<file path="config.mk">
export PLATFORM = sky130hd
export DESIGN_NAME = board_ctrl_top
export DESIGN_NICKNAME = d
export VERILOG_FILES = /design/src/source/board_pkg.sv /design/src/source/bus_pkg.sv /design/src/source/board_ctrl_top.sv /design/src/source/readback_mux.sv /design/src/source/sfp_status_monitor.sv /design/src/source/setting_regs.sv
export VERILOG_INCLUDE_DIRS = /design/src /design/src/source
export SDC_FILE = /design/constraint.sdc
export NUM_CORES = 1
export LEC_CHECK = 0
export CAP_MARGIN = 20
export CORE_MARGIN = 2
export CORE_UTILIZATION = 35
export CTS_BUF_LIST = sky130_fd_sc_hd__clkbuf_8 sky130_fd_sc_hd__clkbuf_16
export CTS_CLUSTER_DIAMETER = 200
export DETAILED_ROUTE_END_ITERATION = 8
export DONT_BUFFER_PORTS = 1
export PLACE_DENSITY = 0.54
export SLEW_MARGIN = 20
export SYNTH_ARGS = -nofsm -noshare
export SYNTH_HDL_FRONTEND = slang
export SYNTH_SLANG_ARGS = --single-unit
</file>
<file path="constraint.sdc">
create_clock -name clk -period 2.8 [get_ports clk]
set_input_delay 0.42 -clock clk [delete_from_list [all_inputs] [get_ports clk]]
set_output_delay 0.42 -clock clk [all_outputs]
set_load 0.02 [all_outputs]
</file>
<file path="src/source/board_ctrl_settings.svh">
// Board control register block settings
// Address map of the settings and readback buses, reset values
// and the compatibility number reported to the host

`ifndef BOARD_CTRL_SETTINGS_SVH
`define BOARD_CTRL_SETTINGS_SVH

// Bus widths
`define BC_ADDR_W          8
`define BC_DATA_W          32
`define BC_PHY_STATUS_W    16
`define BC_SYNC_STAGES     2

// ------------------------------
// Settings register addresses
// ------------------------------
`define BC_SR_LEDS         8'd0
`define BC_SR_SW_RST       8'd1
`define BC_SR_CLOCK_CTRL   8'd2
`define BC_SR_DEVICE_ID    8'd3
`define BC_SR_REF_FREQ     8'd4
`define BC_SR_SFPP_CTRL0   8'd8
`define BC_SR_SFPP_CTRL1   8'd9
`define BC_SR_FP_GPIO_SRC  8'd72

// ------------------------------
// Readback addresses
// ------------------------------
`define BC_RB_COUNTER      8'd0
`define BC_RB_CLK_STATUS   8'd3
`define BC_RB_COMPAT_NUM   8'd6
`define BC_RB_SFPP_STATUS0 8'd8
`define BC_RB_SFPP_STATUS1 8'd9
`define BC_RB_FP_GPIO_SRC  8'd13
`define BC_RB_LEDS         8'd16
`define BC_RB_SW_RST       8'd17
`define BC_RB_CLOCK_CTRL   8'd18
`define BC_RB_DEVICE_ID    8'd19
`define BC_RB_REF_FREQ     8'd20
`define BC_RB_SFPP_CTRL    8'd24

// Bit 6 turns the GPS-disciplined oscillator on
`define BC_CLOCK_CTRL_RST  8'h40
// 10 MHz reference
`define BC_REF_FREQ_RST    32'd10_000_000

// Major in the upper half, minor in the lower half
`define BC_COMPAT_MAJOR    16'h0027
`define BC_COMPAT_MINOR    16'h0000
`define BC_COMPAT_NUM      {`BC_COMPAT_MAJOR, `BC_COMPAT_MINOR}

`endif
</file>
<file path="src/source/board_pkg.sv">
// Board-side types
// SFP+ cage pins, the cage status readback word and the settings bundle

`include "board_ctrl_settings.svh"

package board_pkg;

   // Low-speed SFP+ cage pins
   typedef struct packed {
      logic mod_abs;
      logic tx_fault;
      logic rx_los;
   } sfp_pins_t;

   // ------------------------------
   // Cage status readback word
   // ------------------------------
   typedef struct packed {
      logic [`BC_PHY_STATUS_W-1:0] phy_status;
      logic [9:0]                  rsvd;
      sfp_pins_t                   changed;
      sfp_pins_t                   current;
   } sfp_status_t;

   // ------------------------------
   // Settings register bundle
   // ------------------------------
   typedef struct packed {
      logic [1:0]  leds;
      logic [3:0]  sw_rst;
      logic [7:0]  clock_control;
      logic [15:0] device_id;
      logic [31:0] ref_freq;
      logic [1:0]  sfpp_ctrl0;
      logic [1:0]  sfpp_ctrl1;
      logic [23:0] fp_gpio_src;
   } settings_t;

endpackage

</file>
<file path="src/source/bus_pkg.sv">
// Host bus types
// Request opcode, request word and the registered readback response

`include "board_ctrl_settings.svh"

package bus_pkg;

   // ------------------------------
   // Request opcode
   // ------------------------------
   typedef enum logic [1:0] {
      BUS_IDLE  = 2'd0,
      BUS_WRITE = 2'd1,
      BUS_READ  = 2'd2
   } bus_op_e;

   // ------------------------------
   // Request from the host
   // ------------------------------
   // One request per cycle at most, no ready
   typedef struct packed {
      bus_op_e                 op;
      logic [`BC_ADDR_W-1:0]   addr;
      logic [`BC_DATA_W-1:0]   data;
   } bus_req_t;

   // ------------------------------
   // Readback response
   // ------------------------------
   // Valid for one cycle, the cycle after the read
   typedef struct packed {
      logic                    valid;
      logic [`BC_DATA_W-1:0]   data;
   } rb_rsp_t;

endpackage

</file>
<file path="src/source/board_ctrl_top.sv">
// Board control register block
// Host request port into the settings registers, two SFP+ cage
// monitors and the registered readback path

`timescale 1ns/10ps

module board_ctrl_top (
   input  logic                 clk,
   input  logic                 i_rst_n,
   input  bus_pkg::bus_req_t    i_req,
   input  logic [7:0]           i_clock_status,
   input  board_pkg::sfp_pins_t i_sfp0_pins,
   input  board_pkg::sfp_pins_t i_sfp1_pins,
   input  logic [15:0]          i_sfp0_phy_status,
   input  logic [15:0]          i_sfp1_phy_status,
   output bus_pkg::rb_rsp_t     o_rsp,
   output board_pkg::settings_t o_settings,
   output logic                 o_ref_freq_changed
);

   import board_pkg::*;

   sfp_status_t sfp0_status;
   sfp_status_t sfp1_status;
   logic        sfp0_clear;
   logic        sfp1_clear;

   // ------------------------------
   // Settings registers
   // ------------------------------
   setting_regs regs (
      .clk                (clk),
      .i_rst_n            (i_rst_n),
      .i_req              (i_req),
      .o_settings         (o_settings),
      .o_ref_freq_changed (o_ref_freq_changed)
   );

   // ------------------------------
   // SFP+ cages
   // ------------------------------
   sfp_status_monitor sfp0_mon (
      .clk          (clk),
      .i_rst_n      (i_rst_n),
      .i_pins       (i_sfp0_pins),
      .i_phy_status (i_sfp0_phy_status),
      .i_clear      (sfp0_clear),
      .o_status     (sfp0_status)
   );

   sfp_status_monitor sfp1_mon (
      .clk          (clk),
      .i_rst_n      (i_rst_n),
      .i_pins       (i_sfp1_pins),
      .i_phy_status (i_sfp1_phy_status),
      .i_clear      (sfp1_clear),
      .o_status     (sfp1_status)
   );

   // Readback and clear-on-read decode
   readback_mux rb_mux (
      .clk            (clk),
      .i_rst_n        (i_rst_n),
      .i_req          (i_req),
      .i_settings     (o_settings),
      .i_clock_status (i_clock_status),
      .i_sfp0_status  (sfp0_status),
      .i_sfp1_status  (sfp1_status),
      .o_rsp          (o_rsp),
      .o_sfp0_clear   (sfp0_clear),
      .o_sfp1_clear   (sfp1_clear)
   );

endmodule

</file>
<file path="src/source/readback_mux.sv">
// Readback multiplexer
// Free-running counter, registered readback word selection and the
// clear-on-read pulses for the SFP+ cage status flags

`timescale 1ns/10ps

`include "board_ctrl_settings.svh"

module readback_mux (
   input  logic                   clk,
   input  logic                   i_rst_n,
   input  bus_pkg::bus_req_t      i_req,
   input  board_pkg::settings_t   i_settings,
   input  logic [7:0]             i_clock_status,
   input  board_pkg::sfp_status_t i_sfp0_status,
   input  board_pkg::sfp_status_t i_sfp1_status,
   output bus_pkg::rb_rsp_t       o_rsp,
   output logic                   o_sfp0_clear,
   output logic                   o_sfp1_clear
);

   import bus_pkg::*;

   localparam int unsigned DATA_W = `BC_DATA_W;

   logic              rd_req;
   logic [DATA_W-1:0] counter_q;
   logic [DATA_W-1:0] rd_word;
   logic              rsp_valid_q;
   logic [DATA_W-1:0] rsp_data_q;

   assign rd_req = (i_req.op == BUS_READ);

   // ------------------------------
   // Free-running counter
   // ------------------------------
   always_ff @(posedge clk) begin
      if (!i_rst_n) begin
         counter_q <= '0;
      end else begin
         counter_q <= counter_q + 1'b1;
      end
   end

   // ------------------------------
   // Word select
   // ------------------------------
   always_comb begin
      case (i_req.addr)
         `BC_RB_COUNTER:      rd_word = counter_q;
         `BC_RB_CLK_STATUS:   rd_word = DATA_W'(i_clock_status);
         `BC_RB_COMPAT_NUM:   rd_word = `BC_COMPAT_NUM;
         `BC_RB_SFPP_STATUS0: rd_word = i_sfp0_status;
         `BC_RB_SFPP_STATUS1: rd_word = i_sfp1_status;
         `BC_RB_FP_GPIO_SRC:  rd_word = DATA_W'(i_settings.fp_gpio_src);
         `BC_RB_LEDS:         rd_word = DATA_W'(i_settings.leds);
         `BC_RB_SW_RST:       rd_word = DATA_W'(i_settings.sw_rst);
         `BC_RB_CLOCK_CTRL:   rd_word = DATA_W'(i_settings.clock_control);
         `BC_RB_DEVICE_ID:    rd_word = DATA_W'(i_settings.device_id);
         `BC_RB_REF_FREQ:     rd_word = i_settings.ref_freq;
         // Cage 1 in bits 3:2, cage 0 in bits 1:0
         `BC_RB_SFPP_CTRL: begin
            rd_word = DATA_W'({i_settings.sfpp_ctrl1, i_settings.sfpp_ctrl0});
         end
         default:             rd_word = '0;
      endcase
   end

   // ------------------------------
   // Registered response
   // ------------------------------
   always_ff @(posedge clk) begin
      if (!i_rst_n) begin
         rsp_valid_q <= 1'b0;
      end else begin
         rsp_valid_q <= rd_req;
      end
   end

   always_ff @(posedge clk) begin
      if (rd_req) begin
         rsp_data_q <= rd_word;
      end
   end

   assign o_rsp = '{valid: rsp_valid_q, data: rsp_data_q};

   // Flags are captured above at the same edge they clear
   assign o_sfp0_clear = rd_req && (i_req.addr == `BC_RB_SFPP_STATUS0);
   assign o_sfp1_clear = rd_req && (i_req.addr == `BC_RB_SFPP_STATUS1);

   a_rsp_after_read : assert property (
      @(posedge clk) disable iff (!i_rst_n)
      rd_req |=> o_rsp.valid
   ) else $error("Read without a response on the next cycle");

   a_rsp_needs_read : assert property (
      @(posedge clk) disable iff (!i_rst_n)
      o_rsp.valid |-> $past(rd_req)
   ) else $error("Response valid without a read one cycle earlier");

endmodule

</file>
<file path="src/source/sfp_status_monitor.sv">
// SFP+ cage status monitor
// Synchronizes the cage pins and PHY status, keeps sticky change
// flags per pin and builds the cage status readback word

`timescale 1ns/10ps

`include "board_ctrl_settings.svh"

module sfp_status_monitor (
   input  logic                         clk,
   input  logic                         i_rst_n,
   input  board_pkg::sfp_pins_t         i_pins,
   input  logic [`BC_PHY_STATUS_W-1:0]  i_phy_status,
   input  logic                         i_clear,
   output board_pkg::sfp_status_t       o_status
);

   import board_pkg::*;

   localparam int unsigned SYNC_W = $bits(sfp_pins_t) + `BC_PHY_STATUS_W;

   logic [SYNC_W-1:0]           sync_q [`BC_SYNC_STAGES];
   sfp_pins_t                   sync_pins;
   logic [`BC_PHY_STATUS_W-1:0] sync_phy;
   sfp_pins_t                   pins_q;
   logic [2:0]                  pins_diff;
   logic [2:0]                  chg_q;

   // ------------------------------
   // Input synchronizers
   // ------------------------------
   // Every bit is treated as asynchronous to clk
   always_ff @(posedge clk) begin
      sync_q[0] <= {i_pins, i_phy_status};
      for (int s = 1; s < `BC_SYNC_STAGES; s++) begin
         sync_q[s] <= sync_q[s-1];
      end
   end

   assign {sync_pins, sync_phy} = sync_q[`BC_SYNC_STAGES-1];

   // Previous pin values for edge detection
   always_ff @(posedge clk) begin
      pins_q <= sync_pins;
   end

   assign pins_diff = sync_pins ^ pins_q;

   // ------------------------------
   // Sticky change flags
   // ------------------------------
   // A clear from the readback side beats a new change
   always_ff @(posedge clk) begin
      if (!i_rst_n || i_clear) begin
         chg_q <= '0;
      end else begin
         for (int b = 0; b < 3; b++) begin
            if (pins_diff[b]) begin
               chg_q[b] <= 1'b1;
            end
         end
      end
   end

   always_comb begin
      o_status.phy_status = sync_phy;
      o_status.rsvd       = '0;
      o_status.changed    = chg_q;
      o_status.current    = sync_pins;
   end

   // A rising flag needs the synchronized pin to have moved one cycle earlier
   a_flag_needs_edge : assert property (
      @(posedge clk) disable iff (!i_rst_n)
      (chg_q & ~$past(chg_q) & ~($past(sync_pins) ^ $past(sync_pins, 2))) == '0
   ) else $error("SFP change flag rose without a pin edge");

endmodule

</file>
<file path="src/source/setting_regs.sv">
// Settings registers
// Decodes host writes against the settings map and holds every
// board-control register, with a pulse when the reference frequency is written

`timescale 1ns/10ps

`include "board_ctrl_settings.svh"

module setting_regs (
   input  logic                 clk,
   input  logic                 i_rst_n,
   input  bus_pkg::bus_req_t    i_req,
   output board_pkg::settings_t o_settings,
   output logic                 o_ref_freq_changed
);

   import bus_pkg::*;

   logic wr_en;
   logic ref_wr;

   assign wr_en  = (i_req.op == BUS_WRITE);
   assign ref_wr = wr_en && (i_req.addr == `BC_SR_REF_FREQ);

   // ------------------------------
   // Register storage
   // ------------------------------
   always_ff @(posedge clk) begin
      if (!i_rst_n) begin
         o_settings.leds          <= '0;
         o_settings.sw_rst        <= '0;
         o_settings.clock_control <= `BC_CLOCK_CTRL_RST;
         o_settings.device_id     <= '0;
         o_settings.ref_freq      <= `BC_REF_FREQ_RST;
         o_settings.sfpp_ctrl0    <= '0;
         o_settings.sfpp_ctrl1    <= '0;
         o_settings.fp_gpio_src   <= '0;
      end else if (wr_en) begin
         case (i_req.addr)
            `BC_SR_LEDS: begin
               o_settings.leds <= i_req.data[1:0];
            end
            // PHY, radio domain, radio PLL and IDELAYCTRL resets
            `BC_SR_SW_RST: begin
               o_settings.sw_rst <= i_req.data[3:0];
            end
            `BC_SR_CLOCK_CTRL: begin
               o_settings.clock_control <= i_req.data[7:0];
            end
            `BC_SR_DEVICE_ID: begin
               o_settings.device_id <= i_req.data[15:0];
            end
            `BC_SR_REF_FREQ: begin
               o_settings.ref_freq <= i_req.data;
            end
            // A set rate-select bit pulls the pad low
            `BC_SR_SFPP_CTRL0: begin
               o_settings.sfpp_ctrl0 <= i_req.data[1:0];
            end
            `BC_SR_SFPP_CTRL1: begin
               o_settings.sfpp_ctrl1 <= i_req.data[1:0];
            end
            // Two bits per front-panel pin
            `BC_SR_FP_GPIO_SRC: begin
               o_settings.fp_gpio_src <= i_req.data[23:0];
            end
            default: begin
            end
         endcase
      end
   end

   // ------------------------------
   // Reference change pulse
   // ------------------------------
   // High for the one cycle after the write edge
   always_ff @(posedge clk) begin
      if (!i_rst_n) begin
         o_ref_freq_changed <= 1'b0;
      end else begin
         o_ref_freq_changed <= ref_wr;
      end
   end

   // Every pulse cycle follows a write that loaded the register
   a_ref_pulse_per_write : assert property (
      @(posedge clk) disable iff (!i_rst_n)
      o_ref_freq_changed |-> (o_settings.ref_freq == $past(i_req.data))
   ) else $error("ref_freq_changed without a matching reference frequency write");

endmodule

</file>
; Yosys cells after proc, flatten, opt, wreduce, memory -nomap -nowiden
; Memory sizes are Yosys's and may differ from the RTL's.
; Cells that the tools add are included.
[totals]
memories = 2
elab_cells = 62
reg_bits = 168
inputBits = 90
output_inout_bits = 124
ram_bits = 76
[memory_table]
columns = memory, depth, word_bits, read_ports, rd_ports_with_merged_regs, wr, line_no
row1 = sfp0_mon.sync_q, 2, 19, 2, 0, 2, sfp_status_monitor.sv:22  ; logic [SYNC_W-1:0] sync_q [`BC_SYNC_STAGES];
row2 = sfp1_mon.sync_q, 2, 19, 2, 0, 2, sfp_status_monitor.sv:22
[classes]
eq_ne = 17
bitwise = 2
n_addsub = 1
reduce_logical = 15
mux = 1
[ops]
columns = op, n
row1 = $pmux 32 s12, 1
row2 = $eq 8x5->1 const B, 6
row3 = $add 32x1->32 const B, 1
row4 = $eq 8x4->1 const B, 3
row5 = $eq 8x2->1 const B, 2
row6 = $eq 8x3->1 const B, 2
row7 = $reduce_and 2->1, 8
row8 = $eq 8x1->1 const B, 1
row9 = $eq 8x7->1 const B, 1
row10 = $logic_not 8->1, 1
row11 = $xor 3x3->3, 2
row12 = $logic_and 1x1->1, 3
row13 = $eq 2x1->1 const B, 1
row14 = $eq 2x2->1 const B, 1
row15 = $logic_or 1x1->1, 2
row16 = $logic_not 1->1, 1

; Logic depth before layout (Yosys ltp)
[logic_depth]
word_depth = 3
depth_mapped = 7
mapped_depth_nobuf = 5

; By module
; A second synthesis with hierarchy kept.
[unflattened]
cells_unflattened = 1004
area_unflattened_um2 = 10398.7
[by_module_without_submodules]
columns = module, instances, area_each_um2, cells_each, seq_area_each_um2
row1 = readback_mux, 1, 4469.3, 483, 1621.6
row2 = setting_regs, 1, 3607.2, 353, 1821.7
row3 = sfp_status_monitor, 2, 1161.1, 84, 880.8

; Worst setup path before layout
; Ideal clock, no wire load.
[synth_timing]
kind = input port to flip-flop
startpoint = input port i_req[40] in the netlist's numbering
endpoint = register sfp0_mon.chg_q[0]
arrival_time_ps = 2337
setup_time_ps = 116
path_slack_ps = 347
path_stages = 4
path_buffers = 0
t_required_ps = 2684
path_cell_list = nor2b_1 > nand3_1 > nand2_1 > nor2_1
[synth_via]
elab_chain_len = 3
[synth_lines]
columns = element, line_no
row1 = start: declaration, board_ctrl_top.sv:10  ; input bus_pkg::bus_req_t i_req,
row2 = $eq 2x2->1, readback_mux.sv:32  ; assign rd_req = (i_req.op == BUS_READ);
row3 = $logic_and 1x1->1, readback_mux.sv:89  ; assign o_sfp0_clear = rd_req && (i_req.addr == `BC_RB_SFPP_STATUS0);
row4 = $logic_or 1x1->1, sfp_status_monitor.sv:54  ; if (!i_rst_n || i_clear) begin
row5 = end signal: assignment, sfp_status_monitor.sv:55  ; chg_q <= '0;
row6 = end signal: indexed assignment, sfp_status_monitor.sv:59  ; chg_q[b] <= 1'b1;
row7 = end: declaration, sfp_status_monitor.sv:27  ; logic [2:0] chg_q;
; Every way passes these cells.
; A chain may end at the register's enable or synchronous reset.

; Worst setup path in the final report
[layout_timing]
startpoint = register rb_mux.counter_q[3]
endpoint = register rb_mux.counter_q[26]
[layout_via]
elab_chain_len = 1
[layout_lines]
columns = element, line_no
row1 = start: declaration, readback_mux.sv:27  ; logic [DATA_W-1:0] counter_q;
row2 = start signal: assignment, readback_mux.sv:41  ; counter_q <= counter_q + 1'b1;
row3 = $add 32x1->32, readback_mux.sv:41
; Every way passes these cells.

==> flow_metrics.tcl <==
set metrics [dict create \
    critical_path.top_delay_family "simple AND/OR/NAND/NOR gates" \
    mostFrequentLayoutCell "dfxtp_1" \
    grt_first_pass_wirelength_microns 41800 \
    total_power_mw 7.62 \
    globalplace.congestion 0.866 \
    top_level_ports 214 \
    timing.final.setup_violations 0 \
    cts.clk_slew.worst_paths_ps 60 \
    most_frequent_cells_in_the_layout "dfxtp_1, nand2_1, a21oi_1, dlygate4sd3_1, a22oi_1" \
    synth_area_per_cell_sq_um 9.85 \
    global_route_overflow 0 \
    yosys.area.top_type "dfxtp_1" \
    port_buffer_count 0 \
    clock_insertion_delay_worst_skew_ps 550 \
    maximum_capacitance_violations 0 \
    ctsLongestPathBuffers 3 \
    finalHoldViolations 0 \
    drive_gt1_share_pct 9.42 \
    placement_rows 58 \
    synth.ff_latch_count 244 \
    wl_microns 28300 \
    initial_cell_density_of_the_core_pct 35.6 \
    floorplan.die.width_microns 164 \
    maximum_vdd_drop_uv 574 \
    cts_setup_buffers 0 \
    cp_data_arrival_time_ps 2660 \
    fin_nets 1057 \
    maximum_clock_frequency_mhz 449 \
    proportion_of_synthesized_flip_flops_having_asynchronous_set_or_reset_pct 0 \
    cts_root_buf "clkbuf_16" \
    ys_warn_count 0 \
    final_layout_fill_cell_count 2370 \
    first_iter_violations 673 \
    postSynthCellCount 911 \
    finish.utilization_pct 43.5 \
    final_period_minus_worst_setup_slack_ps 2230 \
    outcome "finished clean" \
    drc 0 \
    critical-path-slowest-cell "or4_1" \
    vias_per_inst 5.39 \
    actual_slew_at_the_worst_max_slew_pin_ps 715 \
    placeableCoreArea_sq_um 25200 \
    postRouteAntennaNets 0 \
    post-route-period-util_pct 79.6 \
    slew_viol_final 0 \
    dpl.hpwl_microns 19400 \
    total_iterations_of_the_first_detailed_routing_run 6 \
    power.density_cell_area_nw_per_um2 696 \
    cp-start-kind "flip-flop" \
    grt_util_all_layers_pct 20.4 \
    hold_path_class "primary input to flip-flop" \
    area_enclosed_by_the_die_boundary_sq_um 26900 \
    detail_route.wl_per_cell_microns 21.4 \
    multi_input_area_sq_um 3460 \
    fin_worst_skew_ps 29.6 \
    synth_fp_nets 1002 \
    antenna_violations_before_repair 0 \
    power.static_leakage_nw 3.81 \
    sequential_cell_area_sq_um 5200 \
    crit_required_ps 3230 \
    numClockSinks 244 \
    synth_top_cells_by_area "dfxtp_1, edfxtp_1, nand2_1" \
    pin_count_of_the_biggest_net_entering_global_routing 47 \
    grt_pass1_vias 6691 \
    numCtsBuffers 27 \
    routed-via-count 7108 \
    mappedNetlistArea_sq_um 8970 \
    cp_slowest_stage_delay_ps 620 \
    setup_repair_after_global_routing_missed_its_margin "no" \
    clock_tree_from_tritoncts "yes" \
    path_max_fanout 13 \
    slew_headroom_pct 52.3 \
    die_h_microns 164 \
    fin_setup_tns_ps 0 \
    post_synth_edffs 32 \
    seq_area_frac_synth_pct 58.0 \
    synth_top_area_share_pct 47.3 \
    area_delta_synth_final_pct 22.1 \
    synth.lib_cells_used.distinct 61 \
    critical_path.cell_chain "and4_1 -> nand4_1 -> or4_1 -> a21oi_1" \
    path_buf_inv 0 \
    clock_tree.htree_level_count 1 \
    path_class "flip-flop to flip-flop" \
    endpoint_kind "flip-flop" \
    postSynth.topFlopCell "dfxtp_1" \
]
[sequential cells by signal, summed over array words and instances (netlist names)]
signal / count
sfp0_mon.sync_q: 38
rb_mux.rsp_data_q: 32
sfp0_mon.chg_q: 3
sfp1_mon.sync_q: 38
rb_mux.counter_q: 32
rb_mux.rsp_valid_q: 1
sfp1_mon.pins_q: 3
regs.o_ref_freq_changed: 1
sfp1_mon.chg_q: 3
regs.o_settings: 90
sfp0_mon.pins_q: 3
[per-stage QoR]
| stage | worst slack (ps) | area, sq um | instances | hold slack [ps] |
|---|---|---|---|---|
| CTS | 599 | 11000 | 1317 | 1.60 |
| global route | 386 | 11000 | 1317 | 5.60 |
| finish | 572 | 11000 | 1318 | 20.8 |
| floorplan | 347 | 8970 | 911 | 310 |
| global placement | 660 | 9300 | 1196 | 311 |
| detailed placement | 623 | 9300 | 1196 | 312 |
[worst reg2reg max path, cell delays in order (launching register included)]
cell     delay, ps
dfxtp_1        420
and4_1         450
nand4_1        470
or4_1          620
a21oi_1        150
[final timing paths]
| kind | cells past startpoint | slack, ps | startpoint | endpoint |
|---|---|---|---|---|
| max | 4 | 570 | rb_mux.counter_q[3] | rb_mux.counter_q[26] |
| min | 2 | 20 | i_req[0] | regs.o_settings[24] |
| max reg2reg | 4 | 570 | rb_mux.counter_q[3] | rb_mux.counter_q[26] |
| min reg2reg | 0 | 310 | sfp0_mon.sync_q[0][15] | sfp0_mon.sync_q[0][34] |
[where the power goes]
group	internal, mW	switching (mW)	leakage (nW)
Sequential	3.64	0.0620	2.05
Combinational	0.129	0.136	1.28
Clock	2.20	1.46	0.483
[timing repair]
action                                 4_1_cts  5_1_grt
endpoints found under the hold margin      106        0
gates resized for setup                      0        0
hold buffers                                71        0
[cell type report]
| type | instances | area share (%) |
|---|---|---|
| tap | 330 | 3.77 |
| sequential | 244 | 47.5 |
| clock inverter | 15 | 1.31 |
| timing repair buffer | 95 | 8.36 |
| inverter | 4 | 0.148 |
| clock buffer | 35 | 7.27 |
| antenna | 1 | 0.0228 |
| multi-input combinational | 594 | 31.6 |
[synthesized netlist by cell type (4+ instances only)]
master,n
clkbuf_1,41
and3_1,5
a2bb2oi_1,4
a21oi_1,83
a32oi_1,5
and4_1,7
nand2_1,171
or4_1,6
mux2_2,12
nor2_1,44
xor2_1,15
mux2i_1,16
nand3_1,33
dfxtp_1,212
inv_1,4
o211ai_1,9
o22ai_1,13
nor2b_1,5
o21ai_1,4
o21ai_0,23
nor4_1,4
edfxtp_1,32
or3_1,10
and2_1,4
o31ai_1,5
buf_4,7
a22o_1,8
nand3b_1,8
nand4_1,13
buf_2,16
a22oi_1,46
[cells by family after synthesis]
family                   synth area share (%)
AO/OA/AOI/OAI                            15.4
XOR/XNOR                                 1.66
adder cells (fa/ha/maj)                 0.139
buffers and inverters                    3.60
flip-flops                               58.0
multiplexers                             3.29
AND/OR/NAND/NOR                          17.9
[metal layers]
metal | vias to the layer above | track usage, % | wire length, microns
li1 | 3379 | - | -
met1 | 3413 | 27.5 | 12200
met2 | 267 | 32.0 | 12900
met3 | 49 | 5.18 | 2430
met4 | 0 | 6.30 | 780
met5 | - | 0 | 0
(Power assumes the default switching activity.)
